`src/rtl/riscv_isa_pkg.sv`:
```
package riscv_isa_pkg;

    // ========================================================================
    // basic word and index types
    // ========================================================================
    typedef logic [31:0] word_t;     // data or address word
    typedef logic [4:0]  reg_idx_t;  // x0..x31

    // ========================================================================
    // ISA-level encodings
    // ========================================================================
    typedef enum logic [4:0] {
        ALU_ADD  = 5'd0,
        ALU_SUB  = 5'd1,
        ALU_AND  = 5'd2,
        ALU_OR   = 5'd3,
        ALU_XOR  = 5'd4,
        ALU_SLL  = 5'd5,
        ALU_SRL  = 5'd6,
        ALU_SRA  = 5'd7,  // arithmetic, sign fills from the left
        ALU_SLT  = 5'd8,  // signed compare
        ALU_SLTU = 5'd9   // unsigned compare
    } alu_op_e;

    typedef enum logic [1:0] {
        DMEM_NONE  = 2'd0,  // bubble or non-memory op
        DMEM_LOAD  = 2'd1,
        DMEM_STORE = 2'd2
    } dmem_cmd_e;

    // same coding as funct3 of loads and stores
    typedef enum logic [2:0] {
        DMEM_B  = 3'b000,
        DMEM_H  = 3'b001,
        DMEM_W  = 3'b010,
        DMEM_BU = 3'b100,
        DMEM_HU = 3'b101
    } dmem_type_e;

    typedef enum logic [1:0] {
        RES_ALU = 2'd0,
        RES_MEM = 2'd1,  // load data
        RES_IMM = 2'd2,  // lui style, extended immediate
        RES_PC4 = 2'd3   // link value
    } result_src_e;

endpackage

```
`src/rtl/pipe_stage_pkg.sv`:
```
package pipe_stage_pkg;

    import riscv_isa_pkg::*;

    // ========================================================================
    // stage-to-stage bundles
    // ========================================================================

    // fully decoded instruction, operands already read and chosen
    typedef struct packed {
        alu_op_e     alu_op;
        word_t       rs1_val;        // operand 1
        word_t       rs2_val;        // operand 2, reg or imm
        word_t       store_data;     // rs2 value for stores
        word_t       extended_imm;
        word_t       pc_plus4;
        dmem_cmd_e   dmem_cmd;
        dmem_type_e  dmem_type;
        logic        reg_write_en;
        reg_idx_t    rd_idx;
        result_src_e result_src;
        logic        instr_illegal;
    } id_exe_t;

    typedef struct packed {
        word_t       alu_result;     // also the memory address
        word_t       store_data;
        word_t       extended_imm;
        word_t       pc_plus4;
        dmem_cmd_e   dmem_cmd;
        dmem_type_e  dmem_type;
        logic        reg_write_en;
        reg_idx_t    rd_idx;
        result_src_e result_src;
        logic        instr_illegal;  // kept for the retire flag
    } exe_mem_t;

    typedef struct packed {
        word_t       alu_result;
        word_t       load_data;      // already extended
        word_t       extended_imm;
        word_t       pc_plus4;
        logic        reg_write_en;
        reg_idx_t    rd_idx;
        result_src_e result_src;
        logic        instr_illegal;
    } mem_wb_t;

    // ========================================================================
    // register file ports
    // ========================================================================
    typedef struct packed {
        reg_idx_t idx;
        word_t    data;
    } rf_read_t;

    typedef struct packed {
        logic     we;
        reg_idx_t idx;
        word_t    data;
    } rf_write_t;

endpackage

```
`src/rtl/pipe_writeback.sv`:
```
`timescale 1ns/1ps

module pipe_writeback
    import riscv_isa_pkg::*;
    import pipe_stage_pkg::*;
(
    input  logic     clk,
    input  logic     resetn,
    input  mem_wb_t  mem_wb_i,
    input  reg_idx_t rf_rs1_idx_i,
    input  reg_idx_t rf_rs2_idx_i,
    output word_t    rf_rs1_data_o,
    output word_t    rf_rs2_data_o,
    output logic     illegal_o      // one cycle per retired illegal op
);

    word_t     rf_q [32];
    rf_write_t wr;
    rf_read_t  rd_a;
    rf_read_t  rd_b;

    // ========================================================================
    // result select and write port
    // ========================================================================
    always_comb begin
        case (mem_wb_i.result_src)
            RES_MEM: wr.data = mem_wb_i.load_data;
            RES_IMM: wr.data = mem_wb_i.extended_imm;
            RES_PC4: wr.data = mem_wb_i.pc_plus4;
            default: wr.data = mem_wb_i.alu_result;
        endcase
        wr.idx = mem_wb_i.rd_idx;
        wr.we  = mem_wb_i.reg_write_en && (mem_wb_i.rd_idx != '0);  // x0 never written
    end

    always_ff @(posedge clk) begin
        if (!resetn) begin
            for (int i = 0; i < 32; i++) begin
                rf_q[i] <= '0;
            end
        end else if (wr.we) begin
            rf_q[wr.idx] <= wr.data;
        end
    end

    // read ports, old value on same-cycle write
    always_comb begin
        rd_a.idx  = rf_rs1_idx_i;
        rd_a.data = (rd_a.idx == '0) ? '0 : rf_q[rd_a.idx];
        rd_b.idx  = rf_rs2_idx_i;
        rd_b.data = (rd_b.idx == '0) ? '0 : rf_q[rd_b.idx];
    end

    assign rf_rs1_data_o = rd_a.data;
    assign rf_rs2_data_o = rd_b.data;

    // retire flag
    always_ff @(posedge clk) begin
        if (!resetn) begin
            illegal_o <= 1'b0;
        end else begin
            illegal_o <= mem_wb_i.instr_illegal;
        end
    end

endmodule

```
`config.mk`:
```
export PLATFORM = sky130hd
export DESIGN_NAME = pipe_writeback
export DESIGN_NICKNAME = d
export VERILOG_FILES = /design/src/rtl/riscv_isa_pkg.sv /design/src/rtl/pipe_stage_pkg.sv /design/src/rtl/pipe_writeback.sv
export SDC_FILE = /design/constraint.sdc
export NUM_CORES = 2
export LEC_CHECK = 0
export BUFFER_PORTS_ARGS = -buffer_cell sky130_fd_sc_hd__buf_4
export CORE_ASPECT_RATIO = 1.75
export CORE_UTILIZATION = 28
export CTS_CLUSTER_SIZE = 20
export DETAILED_ROUTE_END_ITERATION = 8
export GPL_TIMING_DRIVEN = 0
export HOLD_SLACK_MARGIN = 0.06
export PLACE_DENSITY = 0.4
export SLEW_MARGIN = 40
export SYNTH_ARGS = -nofsm -noshare
export SYNTH_HDL_FRONTEND = slang
export SYNTH_SLANG_ARGS = --single-unit
```
`constraint.sdc`:
```
create_clock -name clk -period 2.74 [get_ports clk]
set_input_delay 0.137 -clock clk [delete_from_list [all_inputs] [get_ports clk]]
set_output_delay 0.137 -clock clk [all_outputs]
set_load 0.01 [all_outputs]
```
Word level (Yosys, flattened, before mapping)
Memories as Yosys holds them, arrays and structs flattened.
Index checks and enable logic that the tools add are counted.
{"block": "totals", "regBits": 1, "wordCells": 20, "memories": 1, "mem_bits_rw": 1024}
{"block": "classes", "eq_ne": 3, "mux": 10, "n_reduce_logical": 5}
{"name": "rf_q", "words": 32, "width": 32, "read_ports": 2, "rd_clocked_by_memory_dff": 0, "write_ports": 32, "line_no": "pipe_writeback.sv:17", "text": "word_t rf_q [32];"}
{"operator": "32-bit two-way mux", "n": 3}
{"operator": "32-bit case mux with 3 select lines", "n": 1}
{"operator": "32-bit OR reduction", "n": 1}
{"operator": "5-bit zero test", "n": 2}
{"operator": "1-bit two-way mux", "n": 5}
{"operator": "5-bit two-way mux", "n": 1}
{"operator": "5-bit nonzero test", "n": 1}
{"operator": "2-bit == test (second input constant)", "n": 2}
{"operator": "2-bit by 1-bit == test with 1-bit output (second input constant)", "n": 1}
{"operator": "1-bit logical AND", "n": 1}

Longest topological paths before layout
{"block": "logic_depth", "ltp_word": 7, "mapped_depth": 8, "depth_no_buf": 4}

Least setup slack after synthesis
OpenSTA, ideal clock, no wires.
{"block": "synth_timing", "path_kind": "input to register", "from": "in resetn", "to": "mem rf_q[1][0] in the netlist's numbering, enable pin", "path_slack_ns": 0.461, "path_stages": 6, "arrival_time_ns": 1.890, "path_cell_list": "buf_2 -> nand2_1 -> nor3b_2 -> nand2_1 -> clkbuf_1 -> nand2_1"}
{"element": "start, declared", "line_no": "pipe_writeback.sv:8", "text": "input logic resetn,"}
{"element": "end, declared", "line_no": "pipe_writeback.sv:17"}

Worst setup path in the final report
{"block": "layout_timing", "from": "in rf_rs2_idx_i[0]", "to": "out rf_rs2_data_o[1]"}
{"block": "layout_between", "elab_chain_cells": 2, "elab_cells_between_ends": 3}
{"element": "start, declared", "line_no": "pipe_writeback.sv:11", "text": "input reg_idx_t rf_rs2_idx_i,"}
{"element": "memory 32 x 32 bit / 5-bit zero test (equally long branches)"}
{"element": "32-bit two-way mux *", "line_no": "pipe_writeback.sv:51", "text": "rd_b.data = (rd_b.idx == '0) ? '0 : rf_q[rd_b.idx];"}
{"element": "end, declared", "line_no": "pipe_writeback.sv:13", "text": "output word_t rf_rs2_data_o,"}
Mark *: on every way between the ends. The rest lies on a longest branch, timed or not.

==> results.json <==
{
  "grt_use_total_pct": 26.4,
  "min_period_ns": 2.82,
  "dp_hpwl_um": 191000,
  "async_reset_ff_share_pct": 0,
  "drive_gt1_share_pct": 32.7,
  "htree_levels": 3,
  "placement.io_buffers": 202,
  "clk_pin_slew_ns": 0.06,
  "cts-root-buf": "clkbuf_16",
  "whs_path_depth": 4,
  "fmax_mhz": 354,
  "syn2layout_area_growth_pct": 19.4,
  "viasPerCell": 5.59,
  "rsz0062_at_grt": "true",
  "nNetsFinal": 4322,
  "numCtsBuffers": 96,
  "synth_edf_count": 1024,
  "dieWidth_um": 332,
  "synth_area_per_cell_um2": 14.2,
  "core-area_mm2": 0.189,
  "timing.final.crit_share_pct": 103,
  "synthCells": 3760,
  "gp_congestion": 0.907,
  "p_int_mw": 28.3,
  "grt_busiest_layer": "met2",
  "die-area_mm2": 0.193,
  "met3_usage_pct": 3.74,
  "finalSetupTns_ns": -2.02,
  "startpoint_type": "input pin",
  "rows": 211,
  "die_h_um": 580,
  "swShare_pct": 28.1,
  "p_comb_share_pct": 16.8,
  "grt_util_met1_pct": 30.9,
  "dr.pass1.iters": 6,
  "arrival_ns": 2.69,
  "leakagePower_nw": 21.6,
  "ir_worst_vdd_v": 0.000477,
  "synth_seq_cells": 1025,
  "gr-total-overflow": 0,
  "ys_warn_count": 0,
  "num_io_pins": 214,
  "setup_violations": 54,
  "switching_power_mw": 11.0,
  "wl_um": 259000,
  "setup_ws_ns": -0.0847,
  "path_max_fanout": 10,
  "vias": 37500,
  "ys_types": 40,
  "worst_hold_path_type": "input pin to flip-flop",
  "netlist_area_mm2": 0.0535,
  "grt_pass1_wl_um": 341000,
  "final_cell_mix": "1024 x edfxtp_1, 994 x nor2_1, 447 x mux4_2, 278 x buf_4, 160 x mux2i_1",
  "slew_viol_final": 0,
  "antenna_left": 0,
  "power.share.clock_pct": 36.0,
  "cts_tree": "built",
  "num-fill-cells": 18500,
  "max_cap_viol_count": 0,
  "numPlacedInstances": 6478,
  "power_frac_seq_pct": 47.2,
  "drc": 0,
  "start_util_pct": 28.2,
  "grt_pass1_vias": 38000,
  "final_common_cell": "edfxtp_1",
  "clockBufferDepth": 3,
  "antenna_found_initial": 17,
  "outcome": "complete, but fails checks",
  "ys_seq_area_share_pct": 57.6,
  "worstSetupPathType": "input pin to output pin",
  "gr-usage-met2_pct": 47.4,
  "hold_violations": 0,
  "drtIter0Drc": 4183,
  "relSlewSlack_pct": 33.0,
  "worst_pin_slew_ns": 0.998,
  "post_drt_wl_per_cell_um": 38.7,
  "ys.flop_type": "edfxtp_1",
  "power_density_mw_per_mm2": 616,
  "grt_max_degree": 26,
  "cts.sinks": 1025,
  "stdcell_count": 6703,
  "crit_required_ns": 2.60,
  "violations": "setup timing",
  "end_kind": "output pin"
}
[final timing paths]
path / end / start / slack, ns
setup / recovery: rf_rs2_data_o[1] / rf_rs2_idx_i[0] / -0.08
hold / removal: rf_q[6][28] / mem_wb_i[133] / 0.07
[sequential cells by signal (all words and copies together), names as in the netlist]
name       count
illegal_o      1
rf_q        1024
[area by class of cell]
class / instances / area [um2] / share of cell area (%)
Antenna cell: 3 / 7.51 / 0.0118
Tap cell: 2449 / 3060 / 4.80
Inverter: 3 / 13.8 / 0.0216
Clock buffer: 121 / 2600 / 4.08
Timing Repair Buffer: 286 / 2700 / 4.23
Buffer: 409 / 2430 / 3.81
Multi-Input combinational cell: 2352 / 21700 / 34.0
Clock inverter: 55 / 524 / 0.822
Sequential cell: 1025 / 30800 / 48.2
[repair_timing]
| action | 4_1_cts | 5_1_grt |
|---|---|---|
| hold buffers | 44 | 0 |
| buffers inserted | 3 | 0 |
| pin swaps | 14 | 8 |
| hold endpoints to repair | 26 | 0 |
| gates resized for setup | 134 | 50 |
| endpoints found under the setup margin | 154 | 82 |
| cloned | 0 | 0 |
[power by group through the flow]
stage / clock (mW) / combinational [mW] / sequential (mW)
global route: 14.8 / 6.79 / 18.6
detailed placement: 0 / 6.27 / 18.9
global placement: 0 / 6.05 / 18.9
finish: 14.1 / 6.61 / 18.5
CTS: 14.3 / 6.52 / 18.5
floorplan: 0 / 3.28 / 18.7
[routing by layer]
metal / vias up / wire length [um]
li1: 15300 / -
met1: 19900 / 95700
met2: 1797 / 134000
met3: 438 / 15900
met4: 12 / 13900
met5: - / 67
[per-stage QoR]
stage / hold slack (ns) / worst slack (ns) / area [um2] / util (%) / total power [mW]
final: 0.0717 / -0.0847 / 63800 / 33.7 / 39.3
after global routing: 0.0870 / -0.0278 / 63800 / 33.7 / 40.2
after detailed placement: 0.349 / -0.919 / 59400 / 31.4 / 25.1
after global placement: 0.347 / -2.21 / 58100 / 30.7 / 24.9
after CTS: 0.0634 / -0.0113 / 63500 / 33.6 / 39.3
after floorplan: 0.264 / 0.461 / 53600 / - / 22.0
[cell families after synthesis]
| group | count (synthesis) | synth area share [%] |
|---|---|---|
| DFF | 1025 | 57.6 |
| and+or+nand+nor | 1217 | 9.06 |
| muxes | 704 | 23.9 |
| other | 1 | 0.00702 |
| buffers and inverters | 414 | 4.23 |
| AOI/OAI and AO/OA | 399 | 5.23 |
[critical path: stages]
cell and delay [ns]:
buf_6 0.16, inv_2 0.11, buf_6 0.22, buf_6 0.24
nor2_4 0.56, a22oi_1 0.30, a311oi_2 0.68, buf_4 0.24
[synthesized netlist by cell type (47+ instances only)]
cell,n,area [um2]
a311oi_1,64,561
a211oi_1,64,480
nor2b_1,66,413
buf_2,168,841
o21ai_1,110,551
mux4_2,447,10100
a22oi_1,64,480
a221oi_1,47,412
edfxtp_1,1024,30700
nand2_1,130,488
buf_4,49,368
nor2_1,997,3740
mux2i_1,160,1600
clkbuf_1,152,571
mux2_2,96,1080
Power figures use the tool's default switching activity.
