**src/rtl/riscv_isa_pkg.sv**
```systemverilog
package riscv_isa_pkg;

    // ========================================================================
    // basic word and index types
    // ========================================================================
    typedef logic [31:0] word_t;     // data or address word
    typedef logic [4:0]  reg_idx_t;  // x0..x31

    // ========================================================================
    // ISA-level encodings
    // ========================================================================
    typedef enum logic [4:0] {
        ALU_ADD  = 5'd0,
        ALU_SUB  = 5'd1,
        ALU_AND  = 5'd2,
        ALU_OR   = 5'd3,
        ALU_XOR  = 5'd4,
        ALU_SLL  = 5'd5,
        ALU_SRL  = 5'd6,
        ALU_SRA  = 5'd7,  // arithmetic, sign fills from the left
        ALU_SLT  = 5'd8,  // signed compare
        ALU_SLTU = 5'd9   // unsigned compare
    } alu_op_e;

    typedef enum logic [1:0] {
        DMEM_NONE  = 2'd0,  // bubble or non-memory op
        DMEM_LOAD  = 2'd1,
        DMEM_STORE = 2'd2
    } dmem_cmd_e;

    // same coding as funct3 of loads and stores
    typedef enum logic [2:0] {
        DMEM_B  = 3'b000,
        DMEM_H  = 3'b001,
        DMEM_W  = 3'b010,
        DMEM_BU = 3'b100,
        DMEM_HU = 3'b101
    } dmem_type_e;

    typedef enum logic [1:0] {
        RES_ALU = 2'd0,
        RES_MEM = 2'd1,  // load data
        RES_IMM = 2'd2,  // lui style, extended immediate
        RES_PC4 = 2'd3   // link value
    } result_src_e;

endpackage

```
**src/rtl/pipe_stage_pkg.sv**
```systemverilog
package pipe_stage_pkg;

    import riscv_isa_pkg::*;

    // ========================================================================
    // stage-to-stage bundles
    // ========================================================================

    // fully decoded instruction, operands already read and chosen
    typedef struct packed {
        alu_op_e     alu_op;
        word_t       rs1_val;        // operand 1
        word_t       rs2_val;        // operand 2, reg or imm
        word_t       store_data;     // rs2 value for stores
        word_t       extended_imm;
        word_t       pc_plus4;
        dmem_cmd_e   dmem_cmd;
        dmem_type_e  dmem_type;
        logic        reg_write_en;
        reg_idx_t    rd_idx;
        result_src_e result_src;
        logic        instr_illegal;
    } id_exe_t;

    typedef struct packed {
        word_t       alu_result;     // also the memory address
        word_t       store_data;
        word_t       extended_imm;
        word_t       pc_plus4;
        dmem_cmd_e   dmem_cmd;
        dmem_type_e  dmem_type;
        logic        reg_write_en;
        reg_idx_t    rd_idx;
        result_src_e result_src;
        logic        instr_illegal;  // kept for the retire flag
    } exe_mem_t;

    typedef struct packed {
        word_t       alu_result;
        word_t       load_data;      // already extended
        word_t       extended_imm;
        word_t       pc_plus4;
        logic        reg_write_en;
        reg_idx_t    rd_idx;
        result_src_e result_src;
        logic        instr_illegal;
    } mem_wb_t;

    // ========================================================================
    // register file ports
    // ========================================================================
    typedef struct packed {
        reg_idx_t idx;
        word_t    data;
    } rf_read_t;

    typedef struct packed {
        logic     we;
        reg_idx_t idx;
        word_t    data;
    } rf_write_t;

endpackage

```
**src/rtl/pipe_exe.sv**
```systemverilog
`timescale 1ns/1ps

module pipe_exe
    import riscv_isa_pkg::*;
    import pipe_stage_pkg::*;
(
    input  logic     clk,
    input  logic     resetn,
    input  id_exe_t  id_exe_i,   // decoded bundle, one per cycle
    output exe_mem_t exe_mem_o   // EXE/MEM register
);

    word_t    alu_res;
    logic [4:0] shamt;
    exe_mem_t exe_d;

    assign shamt = id_exe_i.rs2_val[4:0];  // only low 5 bits shift

    // ========================================================================
    // ALU
    // ========================================================================
    always_comb begin
        case (id_exe_i.alu_op)
            ALU_ADD:  alu_res = id_exe_i.rs1_val + id_exe_i.rs2_val;
            ALU_SUB:  alu_res = id_exe_i.rs1_val - id_exe_i.rs2_val;
            ALU_AND:  alu_res = id_exe_i.rs1_val & id_exe_i.rs2_val;
            ALU_OR:   alu_res = id_exe_i.rs1_val | id_exe_i.rs2_val;
            ALU_XOR:  alu_res = id_exe_i.rs1_val ^ id_exe_i.rs2_val;
            ALU_SLL:  alu_res = id_exe_i.rs1_val << shamt;
            ALU_SRL:  alu_res = id_exe_i.rs1_val >> shamt;
            ALU_SRA:  alu_res = word_t'($signed(id_exe_i.rs1_val) >>> shamt);
            ALU_SLT:  alu_res = {31'b0, $signed(id_exe_i.rs1_val) < $signed(id_exe_i.rs2_val)};
            ALU_SLTU: alu_res = {31'b0, id_exe_i.rs1_val < id_exe_i.rs2_val};
            default:  alu_res = '0;  // unused opcodes
        endcase
    end

    // next EXE/MEM contents
    always_comb begin
        exe_d.alu_result    = alu_res;
        exe_d.store_data    = id_exe_i.store_data;
        exe_d.extended_imm  = id_exe_i.extended_imm;
        exe_d.pc_plus4      = id_exe_i.pc_plus4;
        exe_d.dmem_cmd      = id_exe_i.dmem_cmd;
        exe_d.dmem_type     = id_exe_i.dmem_type;
        exe_d.reg_write_en  = id_exe_i.reg_write_en;
        exe_d.rd_idx        = id_exe_i.rd_idx;
        exe_d.result_src    = id_exe_i.result_src;
        exe_d.instr_illegal = id_exe_i.instr_illegal;
        // illegal op retires with no side effect
        if (id_exe_i.instr_illegal) begin
            exe_d.reg_write_en = 1'b0;
            exe_d.dmem_cmd     = DMEM_NONE;
        end
    end

    // payload free-running, control fields forced to a bubble in reset
    always_ff @(posedge clk) begin
        exe_mem_o <= exe_d;
        if (!resetn) begin
            exe_mem_o.reg_write_en  <= 1'b0;
            exe_mem_o.dmem_cmd      <= DMEM_NONE;
            exe_mem_o.instr_illegal <= 1'b0;
        end
    end

endmodule

```
**config.mk**
```make
export PLATFORM = sky130hd
export DESIGN_NAME = pipe_exe
export DESIGN_NICKNAME = d
export VERILOG_FILES = /design/src/rtl/riscv_isa_pkg.sv /design/src/rtl/pipe_stage_pkg.sv /design/src/rtl/pipe_exe.sv
export SDC_FILE = /design/constraint.sdc
export NUM_CORES = 1
export LEC_CHECK = 0
export BUFFER_PORTS_ARGS = -buffer_cell sky130_fd_sc_hd__buf_2
export CORE_ASPECT_RATIO = 1.2
export CORE_MARGIN = 5
export CORE_UTILIZATION = 35
export CTS_BUF_LIST = sky130_fd_sc_hd__clkbuf_16
export CTS_CLUSTER_SIZE = 25
export DETAILED_ROUTE_END_ITERATION = 7
export HOLD_SLACK_MARGIN = 0.02
export PLACE_DENSITY = 0.58
export SLEW_MARGIN = 10
export SYNTH_ARGS = -nofsm -noshare
export SYNTH_HDL_FRONTEND = slang
export SYNTH_SLANG_ARGS = --single-unit
```
**constraint.sdc**
```tcl
create_clock -name clk -period 4.81 [get_ports clk]
set_input_delay 1.2025 -clock clk [delete_from_list [all_inputs] [get_ports clk]]
set_output_delay 1.2025 -clock clk [all_outputs]
set_load 0.02 [all_outputs]
```
-- After elaboration in Yosys (flattened, before gate mapping)
Cells that the tools add are included.
- add/sub/neg operators: 2
- muxes and demuxes: 1
- reduce and logical (&&, ||, !) cells: 2
- shifts and indexed selects: 3
- order comparisons: 2
- eq/ne operators: 9
- bitwise operators: 4
- operator list (operator ; count):
    $pmux W32 S10 ; 1
    $lt A32 B32 Y1 ; 2
    $add A32 B32 Y32 ; 1
    $and A32 B32 Y32 ; 1
    $or A32 B32 Y32 ; 1
    $shl A32 B5 Y32 ; 1
    $shr A32 B5 Y32 ; 1
    $sshr A32 B5 Y32 ; 1
    $sub A32 B32 Y32 ; 1
    $xor A32 B32 Y32 ; 1
    $eq A5 B3 Y1 const B ; 4
    $eq A5 B2 Y1 const B ; 2
    $eq A5 B4 Y1 const B ; 2
    $eq A5 B1 Y1 const B ; 1
    $logic_not A5 Y1 ; 1
    $reduce_or A2 Y1 ; 1
    $not A1 Y1 ; 1
- output and inout bits: 142
- logic and storage cells: 33
- flip-flop bits (word level): 142
- bits of input ports: 181

-- Longest topological paths before layout
- depth after elaboration: 2
- depth in mapped cells: 15
- gate-level depth less buffers: 13

-- Least setup slack after synthesis
No wires, ideal clock.
- kind: input to register
- from: input id_exe_i[113] (netlist bit)
- to: register exe_mem_o[137] (netlist bit)
- setup time: 0.134 ns
- required time: 4.676 ns
- arrival time: 4.285 ns
- path buffers: 4
- slack: 0.392 ns
- cell stages on the path: 15
- path through: clkbuf_1 -> clkinv_1 -> clkbuf_1 -> clkbuf_1 -> ha_1 -> buf_6 -> nor3_2 -> nand2_1 -> o221ai_2 -> a31oi_2 -> o41a_1 -> o211a_1 -> o311ai_2 -> o21a_1 -> o21ai_1
- word-level cells in the longest chain between the ends: 2
- elaborated cells on any way between the ends: 6
- classes of those cells: add/sub: 2; shift: 3; mux: 1
- RTL lines (item ; RTL line ; text):
    start, declared ; pipe_exe.sv:9 ; input id_exe_t id_exe_i,
    $sub A32 B32 Y32 (tied with other cells) ; pipe_exe.sv:25 ; ALU_SUB: alu_res = id_exe_i.rs1_val - id_exe_i.rs2_val;
    $pmux W32 S10 * ; pipe_exe.sv:23 ; case (id_exe_i.alu_op)
    named net alu_res[27] ; pipe_exe.sv:13 ; word_t alu_res;
    end, declared ; pipe_exe.sv:10 ; output exe_mem_t exe_mem_o
The timed path passes the listed nets; every way through them passes the cells marked *.
A chain may end at the register's enable or synchronous reset.

-- Final worst setup path
- from: input id_exe_i[167] (netlist bit)
- to: register exe_mem_o[110] (netlist bit)
- word-level cells in the longest chain between the ends: 2
- elaborated cells on any way between the ends: 6
- classes of those cells: order compare: 2; shift: 3; mux: 1
- RTL lines (item ; RTL line ; text):
    $lt A32 B32 Y1 (tied with other cells) ; pipe_exe.sv:33 ; ALU_SLTU: alu_res = {31'b0, id_exe_i.rs1_val < id_exe_i.rs2_val};
    $pmux W32 S10 * ; pipe_exe.sv:23 ;
    named net alu_res[0] ; pipe_exe.sv:13 ;
Marked as above.

==> flow_summary.yaml <==
pwr:
  ir_drop_mv: 0.1727
  p_comb_share_pct: 34.3
  powerDensity_nw_per_um2: 269.5
  clkPwrFrac_pct: 32.2
  p_sw_share_pct: 36.67
  p_leak_nw: 6.525
  switchingPower_mw: 1.412
  internal_power_mw: 2.439
  seqPwrFrac_pct: 33.4
global_routing:
  grt_pass1_vias: 12410
  grt.overflow.total: 0
  antenna_found_initial: 4
  grt_max_degree: 73
  track_usage_pct: 28.41
  grt_pass1_wl_mm: 79.82
logic_synthesis:
  synth_nets: 1702
  syn_inst: 1420
  yosysWarnings: 0
  synthTopCellsByCount: "nor2_1, dfxtp_1, a21oi_1"
  synth_area_leaders: "dfxtp_1, ha_1, mux4_2"
  synth_edf_count: 0
  synth_top_area_cell: "dfxtp_1"
  synth_ff_type: "dfxtp_1"
  synth_top_area_share_pct: 24.35
  syn_area_um2: 11670
  synth-seq-cells: 142
  synth_area_per_cell_um2: 8.220
  ys_async_sr_fraction_pct: 0
  yosysSeqAreaShare_pct: 24.35
  yosysMostFrequentCell: "nor2_1"
  synthDistinctLibCells: 89
critical_path:
  cp_max_fo: 13
  cp-start-kind: "input port"
  crit_arrival_ns: 4.31
  critPathRequiredTime_ns: 5.12
  cp-end-kind: "register"
  crit_type: "input port to register"
routing:
  highest_layer: "met5"
  dr.pass1.iters: 6
  wl_per_cell_um: 25.37
  drc: 0
  wl_mm: 55.16
  viasPerCell: 5.961
  routed-via-count: 12960
  wl_met3_mm: 5.818
  ant_nets: 0
  wl_met1_mm: 20.65
  dr_wl_met2_mm: 26.36
  drt-initial-drc-count: 1562
die:
  die_area_um2: 37120
  die_h_um: 210.1
  io_pins: 323
  start_util_pct: 35.30
  core_area_um2: 33060
  die_x_um: 176.7
  core.rowCount: 73
final_layout:
  layout-drive-gt1-share_pct: 28.13
  fill_cells: 3378
  largest-register: "exe_mem_o"
  multi_input_area_um2: 7965
  largest_reg_flops: 142
  antenna_cells: 0
  final_core_util_pct: 43.22
  area_growth_pct: 22.43
  final_nets: 1993
  regArea_um2: 2843
  largestRegisters: "exe_mem_o (142)"
sta:
  slew_violations: 0
  hold_viol: 0
  rsz0062_at_grt: "false"
  setup_viol: 0
  max_clock_freq_mhz: 250.0
  worst_pin_slew_ns: 0.8425
  fin_crit_ns: 4.000
  setup-tns-final_ns: 0
  slew_headroom_pct: 43.58
  finalCritPeriodShare_pct: 83.16
place:
  dp_hpwl_mm: 44.49
  io_buffers: 322
  gp_congestion: 1.052
clocking:
  clockBufferDepth: 2
  cts_tree: "done"
  numCtsBuffers: 17
  cts_sinks: 142
  cts_setup_buffers: 0
  clock-root-buffer: "clkbuf_16"
  htree_num_levels: 4
  cts_hold_buf: 0
  post_cts_resized: 0
  clk_pin_slew_ns: 0.07
min_path:
  hp-class: "input port to register"
run_status:
  status: "completed"
job:
  drv_cap: 0
through the flow:
step / hold slack [ns] / cell area [um2] / setup WS, ns / instances / power (mW)
2_1_floorplan: 1.230 / 11670 / 0.3915 / 1420 / 2.111
3_3_place_gp: 1.304 / 13740 / 0.4809 / 2142 / 2.602
3_5_place_dp: 1.306 / 13740 / 0.4773 / 2142 / 2.602
4_1_cts: 0.8398 / 14290 / 0.9227 / 2174 / 3.857
5_1_grt: 0.8373 / 14290 / 0.6562 / 2174 / 4.036
6_report: 0.8644 / 14290 / 0.8100 / 2174 / 3.851
critical path, cell delays in order:
cell       delay, ns
buf_2           0.23
inv_1           0.08
ha_1            0.49
or3_1           0.46
nor4_1          0.44
nand2_1         0.15
a2111oi_0       0.66
buf_4           0.23
o21ai_0         0.09
nand3_1         0.15
o2111ai_1       0.13
final cells by class:
cell class	instances	area share [%]
Sequential cell	142	19.89
Tap cell	450	3.940
Timing Repair Buffer	374	14.11
Inverter	95	2.495
Clock buffer	17	2.977
Multi-Input combinational cell	1081	55.74
Clock inverter	15	0.8406
layout by cell type (no fill, tap or decap), drive strengths merged, types with 36 or more instances in the layout:
cell / count
mux4: 48
nor3: 36
dfxtp: 142
inv: 98
mux2i: 44
o21ai: 102
nor2: 150
nand2: 108
ha: 99
a21oi: 130
buf: 374
cell families after synthesis:
group	Yosys count	synth area share, %
fa+ha+maj	101	10.96
mux	104	14.29
flops	142	24.35
buf+inv	197	7.525
compound gates	469	26.69
xor+xnor	5	0.3752
simple gates	402	15.81
final timing paths:
path                           from                      to  depth (start not counted)
worst max-delay path  id_exe_i[167]  exe_mem_o[110]$_DFF_P_                         11
worst min-delay path   id_exe_i[35]   exe_mem_o[35]$_DFF_P_                          1
power by group through the flow:
stage / logic, mW / registers [mW] / clock network, mW
after floorplan: 0.694 / 1.42 / 0
after global placement: 1.29 / 1.31 / 0
after detailed placement: 1.29 / 1.32 / 0
after CTS: 1.29 / 1.29 / 1.28
after global routing: 1.41 / 1.29 / 1.34
final: 1.32 / 1.29 / 1.24
per-layer routing:
layer,GRT usage [%],vias to the layer above
met5,0,-
li1,-,5794
met2,48.22,904
met1,35.06,6129
met4,11.16,2
met3,6.368,130
Power figures use the tool's default switching activity.
